File: src/include/exp_gain_defs.svh
`ifndef EXP_GAIN_DEFS_SVH
`define EXP_GAIN_DEFS_SVH

// attenuation in 1/256 octave steps
`define EXP_ATT_W 12
`define EXP_FRAC_W 8
`define EXP_SHIFT_W 4

// audio data path
`define EXP_GAIN_W 16
`define EXP_SAMPLE_W 16

// pipeline latencies in cycles
`define EXP_ROM_LAT 3
`define EXP_CONV_LAT 4

// full attenuation, gain rounds to zero
`define EXP_ATT_MAX 4095

`endif
File: src/hw/env_pkg.sv
`default_nettype none

`include "exp_gain_defs.svh"

package env_pkg;

    typedef logic [`EXP_ATT_W-1:0] att_t;
    typedef logic [`EXP_SHIFT_W-1:0] att_shift_t;
    typedef logic [`EXP_FRAC_W-1:0] att_frac_t;

    // octave count on top, table index below
    typedef struct packed {
        att_shift_t shift;
        att_frac_t  frac;
    } att_split_t;

    // rate of zero jumps straight to target
    typedef struct packed {
        logic valid;
        att_t target;
        att_t rate;
    } att_cmd_t;

endpackage

`default_nettype wire

File: src/hw/audio_pkg.sv
`default_nettype none

`include "exp_gain_defs.svh"

package audio_pkg;

    // two's complement audio sample
    typedef logic signed [`EXP_SAMPLE_W-1:0] sample_t;

    // unsigned Q1.15, 32768 is unity
    typedef logic [`EXP_GAIN_W-1:0] gain_t;

    typedef struct packed {
        logic    valid;
        sample_t data;
    } sample_strobe_t;

endpackage

`default_nettype wire

File: src/hw/exp_gain_top.sv
`timescale 1ns/1ns
`default_nettype none

`include "exp_gain_defs.svh"

module exp_gain_top
    import audio_pkg::*, env_pkg::*;
(
    input  logic           clk,
    input  logic           rst_n,
    input  sample_strobe_t sample_in,
    input  att_cmd_t       att_cmd,
    output sample_strobe_t sample_out
);

    att_t           att_cur;
    logic           gain_valid;
    gain_t          gain;
    logic           sample_d_valid;
    sample_t        sample_d_data;
    sample_strobe_t sample_d;

    att_ramp att_ramp_inst (
        .clk         (clk),
        .rst_n       (rst_n),
        .cmd         (att_cmd),
        .sample_tick (sample_in.valid),
        .att_cur     (att_cur)
    );

    // gain for each sample, four cycles later
    exp_shift exp_shift_inst (
        .clk        (clk),
        .rst_n      (rst_n),
        .att_valid  (sample_in.valid),
        .att        (att_cur),
        .gain_valid (gain_valid),
        .gain       (gain)
    );

    // hold the sample until its gain is ready
    pipe_delay #(
        .DEPTH     (`EXP_CONV_LAT),
        .payload_t (sample_t)
    ) sample_delay_inst (
        .clk       (clk),
        .rst_n     (rst_n),
        .in_valid  (sample_in.valid),
        .in_data   (sample_in.data),
        .out_valid (sample_d_valid),
        .out_data  (sample_d_data)
    );

    assign sample_d = '{valid: sample_d_valid, data: sample_d_data};

    gain_mult gain_mult_inst (
        .clk        (clk),
        .rst_n      (rst_n),
        .gain_valid (gain_valid),
        .gain       (gain),
        .sample_d   (sample_d),
        .sample_out (sample_out)
    );

endmodule

`default_nettype wire

File: src/hw/gain_mult.sv
`timescale 1ns/1ns
`default_nettype none

`include "exp_gain_defs.svh"

module gain_mult
    import audio_pkg::*;
(
    input  logic           clk,
    input  logic           rst_n,
    input  logic           gain_valid,
    input  gain_t          gain,
    input  sample_strobe_t sample_d,
    output sample_strobe_t sample_out
);

    localparam int PROD_W = `EXP_SAMPLE_W + `EXP_GAIN_W + 1;

    logic signed [`EXP_GAIN_W:0] gain_s;
    logic signed [PROD_W-1:0]    prod;
    logic signed [PROD_W-1:0]    prod_rnd;
    logic signed [PROD_W-1:0]    prod_scaled;
    logic                        valid_q;
    sample_t                     data_q;

    // zero extend so unity gain stays positive
    assign gain_s      = $signed({1'b0, gain});
    assign prod        = sample_d.data * gain_s;
    assign prod_rnd    = prod + PROD_W'(16384);
    assign prod_scaled = prod_rnd >>> (`EXP_GAIN_W - 1);

    always_ff @(posedge clk)
    begin
        if (!rst_n)
        begin
            valid_q <= 1'b0;
        end
        else
        begin
            valid_q <= gain_valid;
        end
    end

    // gain <= unity, result always fits
    always_ff @(posedge clk)
    begin
        data_q <= prod_scaled[`EXP_SAMPLE_W-1:0];
    end

    assign sample_out = '{valid: valid_q, data: data_q};

endmodule

`default_nettype wire

File: src/hw/att_ramp.sv
`timescale 1ns/1ns
`default_nettype none

`include "exp_gain_defs.svh"

module att_ramp
    import env_pkg::*;
(
    input  logic     clk,
    input  logic     rst_n,
    input  att_cmd_t cmd,
    input  logic     sample_tick,
    output att_t     att_cur
);

    att_t cur_q;
    att_t target_q;
    att_t rate_q;
    att_t cur_step;

    // one step toward target, clamped at target
    always_comb
    begin
        cur_step = cur_q;
        if (cur_q < target_q)
        begin
            if (target_q - cur_q <= rate_q)
            begin
                cur_step = target_q;
            end
            else
            begin
                cur_step = cur_q + rate_q;
            end
        end
        else if (cur_q > target_q)
        begin
            if (cur_q - target_q <= rate_q)
            begin
                cur_step = target_q;
            end
            else
            begin
                cur_step = cur_q - rate_q;
            end
        end
    end

    always_ff @(posedge clk)
    begin
        if (!rst_n)
        begin
            cur_q    <= att_t'(`EXP_ATT_MAX);
            target_q <= att_t'(`EXP_ATT_MAX);
            rate_q   <= '0;
        end
        else if (cmd.valid)
        begin
            // a command overrides a tick in the same cycle
            target_q <= cmd.target;
            rate_q   <= cmd.rate;
            if (cmd.rate == '0)
            begin
                cur_q <= cmd.target;
            end
        end
        else if (sample_tick)
        begin
            cur_q <= cur_step;
        end
    end

    // sample in this cycle sees the value before its own step
    assign att_cur = cur_q;

endmodule

`default_nettype wire

File: src/hw/exp_shift.sv
`timescale 1ns/1ns
`default_nettype none

`include "exp_gain_defs.svh"

module exp_shift
    import env_pkg::*, audio_pkg::*;
(
    input  logic  clk,
    input  logic  rst_n,
    input  logic  att_valid,
    input  att_t  att,
    output logic  gain_valid,
    output gain_t gain
);

    att_split_t att_s;
    gain_t      rom_data;
    logic       shift_valid;
    att_shift_t shift_d;
    logic       gain_valid_q;
    gain_t      gain_q;

    assign att_s = att_split_t'(att);

    exp_shift_sp_rom exp_shift_sp_rom_inst (
        .clk  (clk),
        .addr (att_s.frac),
        .data (rom_data)
    );

    // octave count rides beside the table read
    pipe_delay #(
        .DEPTH     (`EXP_ROM_LAT),
        .payload_t (att_shift_t)
    ) shift_delay_inst (
        .clk       (clk),
        .rst_n     (rst_n),
        .in_valid  (att_valid),
        .in_data   (att_s.shift),
        .out_valid (shift_valid),
        .out_data  (shift_d)
    );

    always_ff @(posedge clk)
    begin
        if (!rst_n)
        begin
            gain_valid_q <= 1'b0;
        end
        else
        begin
            gain_valid_q <= shift_valid;
        end
    end

    // one octave per shift position
    always_ff @(posedge clk)
    begin
        gain_q <= rom_data >> shift_d;
    end

    assign gain_valid = gain_valid_q;
    assign gain       = gain_q;

endmodule

`default_nettype wire

File: src/hw/pipe_delay.sv
`timescale 1ns/1ns
`default_nettype none

module pipe_delay #(
    parameter int  DEPTH     = 4,
    parameter type payload_t = logic
) (
    input  logic     clk,
    input  logic     rst_n,
    input  logic     in_valid,
    input  payload_t in_data,
    output logic     out_valid,
    output payload_t out_data
);

    logic [DEPTH-1:0] valid_q;
    payload_t         data_q [DEPTH];

    always_ff @(posedge clk)
    begin
        if (!rst_n)
        begin
            valid_q <= '0;
        end
        else
        begin
            valid_q[0] <= in_valid;
            for (int i = 1; i < DEPTH; i++)
            begin
                valid_q[i] <= valid_q[i-1];
            end
        end
    end

    // payload just follows the strobe
    always_ff @(posedge clk)
    begin
        data_q[0] <= in_data;
        for (int i = 1; i < DEPTH; i++)
        begin
            data_q[i] <= data_q[i-1];
        end
    end

    assign out_valid = valid_q[DEPTH-1];
    assign out_data  = data_q[DEPTH-1];

endmodule

`default_nettype wire

File: src/hw/exp_shift_sp_rom.sv
`timescale 1ns/1ns
`default_nettype none

`include "exp_gain_defs.svh"

module exp_shift_sp_rom
    import audio_pkg::*;
(
    input  logic                   clk,
    input  logic [`EXP_FRAC_W-1:0] addr,
    output gain_t                  data
);

    localparam int ROM_DEPTH = 1 << `EXP_FRAC_W;

    gain_t                  rom [ROM_DEPTH];
    logic [`EXP_FRAC_W-1:0] addr_q;
    gain_t                  rom_q;
    gain_t                  data_q;

    // entry i = round(32768 * 2^(-i/256))
    initial
    begin
        for (int i = 0; i < ROM_DEPTH; i++)
        begin
            rom[i] = gain_t'($rtoi(32768.0 * (2.0 ** (-real'(i) / real'(ROM_DEPTH))) + 0.5));
        end
    end

    // address, table and output registers
    always_ff @(posedge clk)
    begin
        addr_q <= addr;
        rom_q  <= rom[addr_q];
        data_q <= rom_q;
    end

    assign data = data_q;

endmodule

`default_nettype wire

File: config.mk
export PLATFORM = sky130hd
export DESIGN_NAME = exp_gain_top
export DESIGN_NICKNAME = d
export VERILOG_FILES = /design/src/hw/env_pkg.sv /design/src/hw/audio_pkg.sv /design/src/hw/exp_gain_top.sv /design/src/hw/gain_mult.sv /design/src/hw/att_ramp.sv /design/src/hw/exp_shift.sv /design/src/hw/pipe_delay.sv /design/src/hw/exp_shift_sp_rom.sv
export VERILOG_INCLUDE_DIRS = /design/src /design/src/include
export SDC_FILE = /design/constraint.sdc
export NUM_CORES = 1
export LEC_CHECK = 0
export ABC_AREA = 1
export BUFFER_PORTS_ARGS = -buffer_cell sky130_fd_sc_hd__buf_2
export CELL_PAD_IN_SITES_DETAIL_PLACEMENT = 1
export CELL_PAD_IN_SITES_GLOBAL_PLACEMENT = 2
export CORE_MARGIN = 2
export CORE_UTILIZATION = 37
export DETAILED_ROUTE_END_ITERATION = 6
export GPL_TIMING_DRIVEN = 0
export PLACE_DENSITY_LB_ADDON = 0.3
export REMOVE_ABC_BUFFERS = 1
export SETUP_SLACK_MARGIN = 0.05
export SLEW_MARGIN = 30
export SYNTH_ARGS = -nofsm -noshare
export SYNTH_HDL_FRONTEND = slang
export SYNTH_HIERARCHICAL = 1
export SYNTH_MEMORY_MAX_BITS = 65536
export SYNTH_SLANG_ARGS = --single-unit
File: constraint.sdc
create_clock -name clk -period 6 [get_ports clk]
set_input_delay 0.9 -clock clk [delete_from_list [all_inputs] [get_ports clk]]
set_output_delay 0.9 -clock clk [all_outputs]
set_load 0.1 [all_outputs]
# Word-level counts from Yosys, hierarchy flattened
# Memory sizes are Yosys's and may differ from the RTL's. A register that Yosys moved wholly into a read port is not among the register bits.
# Index checks and enable logic that the tools add are counted.
[op_classes]
add_sub_neg = 5
mul = 1
order_cmp = 4
n_eq_ne = 1
n_shift = 1
mux = 7
reduce_logical = 4
[op_table]
columns = ["cell", "n"]
rows = [
  ["$mux W12", 7],
  ["$sub A12 B12 Y12", 3],
  ["$add A31 B16 Y31 const B", 1],
  ["$mul A16 B17 Y31", 1],
  ["$le A12 B12 Y1", 2],
  ["$shr A16 B4 Y16", 1],
  ["$add A12 B12 Y12", 1],
  ["$gt A12 B12 Y1", 1],
  ["$logic_not A12 Y1", 1],
  ["$lt A12 B12 Y1", 1],
  ["$reduce_and A3 Y1", 1],
  ["$reduce_bool A3 Y1", 1],
  ["$ne A2 B1 Y1 const B", 1],
  ["$reduce_bool A2 Y1", 1],
]
[word_totals]
ff_bits = 97
mem_bits_rw = 76
mem_bits_ro = 4096
in_bits = 44
output_inout_bits = 17
elab_cells = 36
memories = 3
[mem_list]
columns = ["name", "depth", "width", "read_ports", "rd_clocked_by_memory_dff", "wr", "line", "text"]
rows = [
  ["exp_shift_inst.exp_shift_sp_rom_inst.rom", 256, 16, 1, 1, 0, "exp_shift_sp_rom.sv:16", "gain_t rom [ROM_DEPTH];"],
  ["sample_delay_inst.data_q", 4, 16, 4, 0, 4, "pipe_delay.sv:17", "payload_t data_q [DEPTH];"],
  ["exp_shift_inst.shift_delay_inst.data_q", 3, 4, 3, 0, 3, "pipe_delay.sv:17", ""],
]

# Logic depth before layout (Yosys ltp)
[logic_depth]
ltp_word = 7
ltp_mapped = 28
depth_no_buf = 27

# By module
# Netlist, hierarchy kept.
[modules_own_cells]
columns = ["mod", "n_inst", "cells_per_inst", "area_each_um2", "seq_area_each_um2"]
rows = [
  ["gain_mult", 1, 1316, 9507.9, 340.3],
  ["att_ramp", 1, 747, 4700.8, 720.7],
  ["exp_shift_sp_rom", 1, 797, 4302.9, 800.8],
  ["pipe_delay (sample_delay_inst)", 1, 76, 1391.3, 1361.3],
  ["exp_shift", 1, 170, 1112.3, 340.3],
  ["pipe_delay (exp_shift_inst.shift_delay_inst)", 1, 25, 352.8, 300.3],
]

# Worst setup path before layout
# OpenSTA, ideal clock, no wires.
[synth_path]
path_type = "reg-to-reg"
start = "register exp_shift_inst.gain_q[14] (netlist: exp_shift_inst/gain[14])"
end = "register gain_mult_inst.data_q[10]"
setup_ns = 0.113
t_arrival_ns = 4.977
required_time_ns = 5.887
path_slack_ns = 0.910
stages_incl_launch_ff = 21
n_path_buf = 2
period_less_slack_ns = 5.090
path_cell_list = "dfxtp_1 > clkbuf_1 > clkbuf_1 > nand2_1 > fa_1 > fa_1 > inv_1 > fa_1 > fa_1 > fa_1 > inv_1 > fa_1 > inv_1 > ha_1 > nand2_1 > nor2_1 > inv_2 > nor3_1 > nand3_1 > nand4_1 > nand2_1"
[synth_via]
elab_chain_len = 2
[synth_lines]
columns = ["element", "line", "text"]
rows = [
  ["start: declaration", "exp_shift.sv:22", "gain_t gain_q;"],
  ["start signal: assignment", "exp_shift.sv:60", "gain_q <= rom_data >> shift_d;"],
  ["$mul A16 B17 Y31", "gain_mult.sv:28", "assign prod = sample_d.data * gain_s;"],
  ["$add A31 B16 Y31", "gain_mult.sv:29", "assign prod_rnd = prod + PROD_W'(16384);"],
  ["named net gain_mult_inst.prod_rnd[25]", "gain_mult.sv:21", "logic signed [PROD_W-1:0] prod_rnd;"],
  ["end signal: assignment", "gain_mult.sv:47", "data_q <= prod_scaled[`EXP_SAMPLE_W-1:0];"],
  ["end: declaration", "gain_mult.sv:24", "sample_t data_q;"],
]
# The timed path passes the listed nets, and every way through them passes these cells.
# A chain may end at the register's enable or synchronous reset.

==> flow_metrics.py <==
metrics = {
    "clocking": {
        "cts_tree": "built",
        "ctsHtreeMaxLevel": 4,
        "clock_latency_ns": 0.48,
        "clock-sinks": 189,
        "hold_buffers": 0,
        "clk_pin_slew_ns": 0.08,
        "cts_root_buf": "clkbuf_16",
        "cts_buffers": 17,
        "ctsResizeCount": 0,
        "clockBufferDepth": 2,
        "cts_setup_buffers": 0,
    },
    "grt": {
        "grt_pass1_vias": 21200,
        "antenna_found_initial": 0,
        "grt_max_degree": 65,
        "grt.total_usage_pct": 24.8,
        "grt-ovfl-total": 0,
        "grt_first_pass_wirelength_um": 115000,
    },
    "worst_hold_path": {
        "min_to": "exp_shift_inst/exp_shift_sp_rom_inst/data[0]",
        "hold_path_depth": 0,
        "hold_class": "reg2reg",
        "min_from": "exp_shift_inst/exp_shift_sp_rom_inst/rom_q[0]",
    },
    "detailed_routing": {
        "via_per_inst": 5.14,
        "vias": 19700,
        "wl_per_cell_um": 19.0,
        "drcViolationCount": 0,
        "firstDrtPassIters": 7,
        "wirelength_um": 72600,
        "drt-initial-drc-count": 1104,
        "ant_nets": 0,
    },
    "critical_path": {
        "setup.worst_path.end_class": "flop",
        "cp_data_arrival_time_ns": 6.08,
        "required_ns": 6.37,
        "regToRegSetupSlack_ns": 0.30,
        "criticalPathCategory": "reg2reg",
        "regToRegStartpoint": "sample_delay_inst/data_q[3][5]",
        "r2r-end": "gain_mult_inst/data_q[7]",
        "r2r_cells": 21,
        "crit_fanout": 16,
        "startpoint_type": "flop",
    },
    "layout": {
        "drive_gt1_share_pct": 6.70,
        "utilization_pct": 39.6,
        "antenna_cells": 0,
        "synthToLayoutAreaGrowth_pct": 5.56,
        "nets": 3491,
        "fillers": 7349,
        "fin_cells": 3829,
    },
    "pwr": {
        "ir_drop_mv": 0.265,
        "power_w": 0.00680,
        "p_leak_nw": 12.6,
        "power_density_mw_per_mm2": 303,
    },
    "timing": {
        "hold_violations": 0,
        "fin_skew_ns": 0.0217,
        "worst_slew_pin_slew_ns": 0.935,
        "slew_viol_final": 0,
        "setup_violations": 0,
        "rsz0062_at_grt": "no",
        "post-route-period-util_pct": 95.1,
        "period_needed_ns": 5.70,
        "fmax_mhz": 175,
        "relSlewSlack_pct": 37.6,
        "tns_ns": 0,
    },
    "place": {
        "post-place-cells": 3797,
        "place.gp.congestion": 0.959,
        "port_buffers": 60,
        "hpwl_um": 56900,
    },
    "floorplan": {
        "dieWidth_um": 244,
        "num_io_pins": 61,
        "dieArea_mm2": 0.0594,
        "rows": 87,
        "die_y_um": 244,
        "core_area_mm2": 0.0566,
        "start_util_pct": 37.6,
    },
    "yosys": {
        "syn_area_mm2": 0.0213,
        "synth_warnings": 6,
        "syn-instance-count": 3119,
        "syn_area_per_cell_um2": 6.82,
    },
    "run": {
        "maxCapViolCount": 0,
    },
    "status": {
        "status": "finished, final reports clean",
    },
}
[how the worst max path moves through the flow]
stage / startpoint / to / slack (ns)
2_1_floorplan: sample_delay_inst/data_q[3][1] / gain_mult_inst/data_q[10] / 1.10
3_3_place_gp: exp_shift_inst/gain[6] / gain_mult_inst/data_q[12] / 0.19
3_5_place_dp: exp_shift_inst/gain[12] / gain_mult_inst/data_q[7] / 0.15
4_1_cts: exp_shift_inst/gain[12] / gain_mult_inst/data_q[7] / 0.16
5_1_grt: exp_shift_inst/gain[3] / gain_mult_inst/data_q[14] / 0.06
6_report: sample_delay_inst/data_q[3][5] / gain_mult_inst/data_q[7] / 0.30
[layer usage]
metal | up-vias | track usage (%) | share of wire [%]
met2 | 418 | 45.0 | 50
met1 | 9767 | 30.3 | 43
li1 | 9382 | - | -
met4 | 0 | 8.23 | 2.8
met3 | 122 | 2.99 | 3.6
met5 | - | 0 | 0
[registers in the layout, indices dropped and copies added, names as in the netlist]
name / cells
sample_delay_inst/data_q: 64
exp_shift_inst/exp_shift_sp_rom_inst/data: 16
exp_shift_inst/exp_shift_sp_rom_inst/rom_q: 16
exp_shift_inst/gain: 16
gain_mult_inst/data_q: 16
att_ramp_inst/att_cur: 12
att_ramp_inst/rate_q: 12
att_ramp_inst/target_q: 12
exp_shift_inst/shift_delay_inst/data_q: 12
exp_shift_inst/exp_shift_sp_rom_inst/addr_q: 8
exp_shift_inst/shift_delay_inst/valid_q: 3
exp_shift_inst/gain_valid: 1
gain_mult_inst/valid_q: 1
[cell type report]
class / count / area [um2] / share of cell area (%)
well taps: 756 / 946 / 4.22
clock inverters: 14 / 210 / 0.937
repair buffers: 62 / 348 / 1.55
inverters: 572 / 2160 / 9.62
clock buffers: 18 / 439 / 1.96
flip-flops and latches: 189 / 3820 / 17.0
multi-input cells: 2218 / 14500 / 64.7
[critical path: stages, from the launching register on]
cell,delay [ns]
dfxtp_1,0.86
nand2_1,0.14
inv_1,0.12
fa_1,0.42
inv_1,0.08
fa_1,0.43
fa_1,0.51
inv_1,0.05
fa_1,0.48
fa_1,0.52
inv_1,0.05
fa_1,0.47
inv_1,0.04
ha_1,0.32
a21oi_1,0.28
o21ai_0,0.22
a21oi_1,0.18
nand2_1,0.17
nand2_1,0.13
nand2_1,0.06
nand2_1,0.05
nand2_1,0.05
[layout by cell type (no fill, tap or decap), types with 20 or more instances in the layout]
master / instances
buf_2: 60
dfxtp_2: 26
xor2_1: 29
a21oi_1: 132
nand2_1: 1017
nand4_1: 20
dfxtp_1: 161
o21ai_0: 65
inv_1: 544
nand3_1: 243
ha_1: 189
nor2_1: 157
fa_1: 198
nand2_2: 26
o21ai_1: 23
[per-stage QoR]
| stage | hold WS, ns | instance area, um2 | setup slack [ns] |
|---|---|---|---|
| finish | 0.323 | 22400 | 0.296 |
| global placement | 0.312 | 21700 | 0.187 |
| detailed placement | 0.313 | 21800 | 0.152 |
| CTS | 0.323 | 22400 | 0.157 |
| floorplan | 0.310 | 20500 | 1.10 |
| global route | 0.327 | 22400 | 0.0579 |
[power by group]
| group | switching [W] | internal (W) | leakage [nW] | total (W) |
|---|---|---|---|---|
| combinational | 0.00266 | 0.00125 | 10.7 | 0.00392 |
| clock | 0.000588 | 0.000660 | 0.318 | 0.00125 |
| sequential | 0.000213 | 0.00142 | 1.58 | 0.00163 |
No activity file was read; power rests on OpenSTA's default activity.
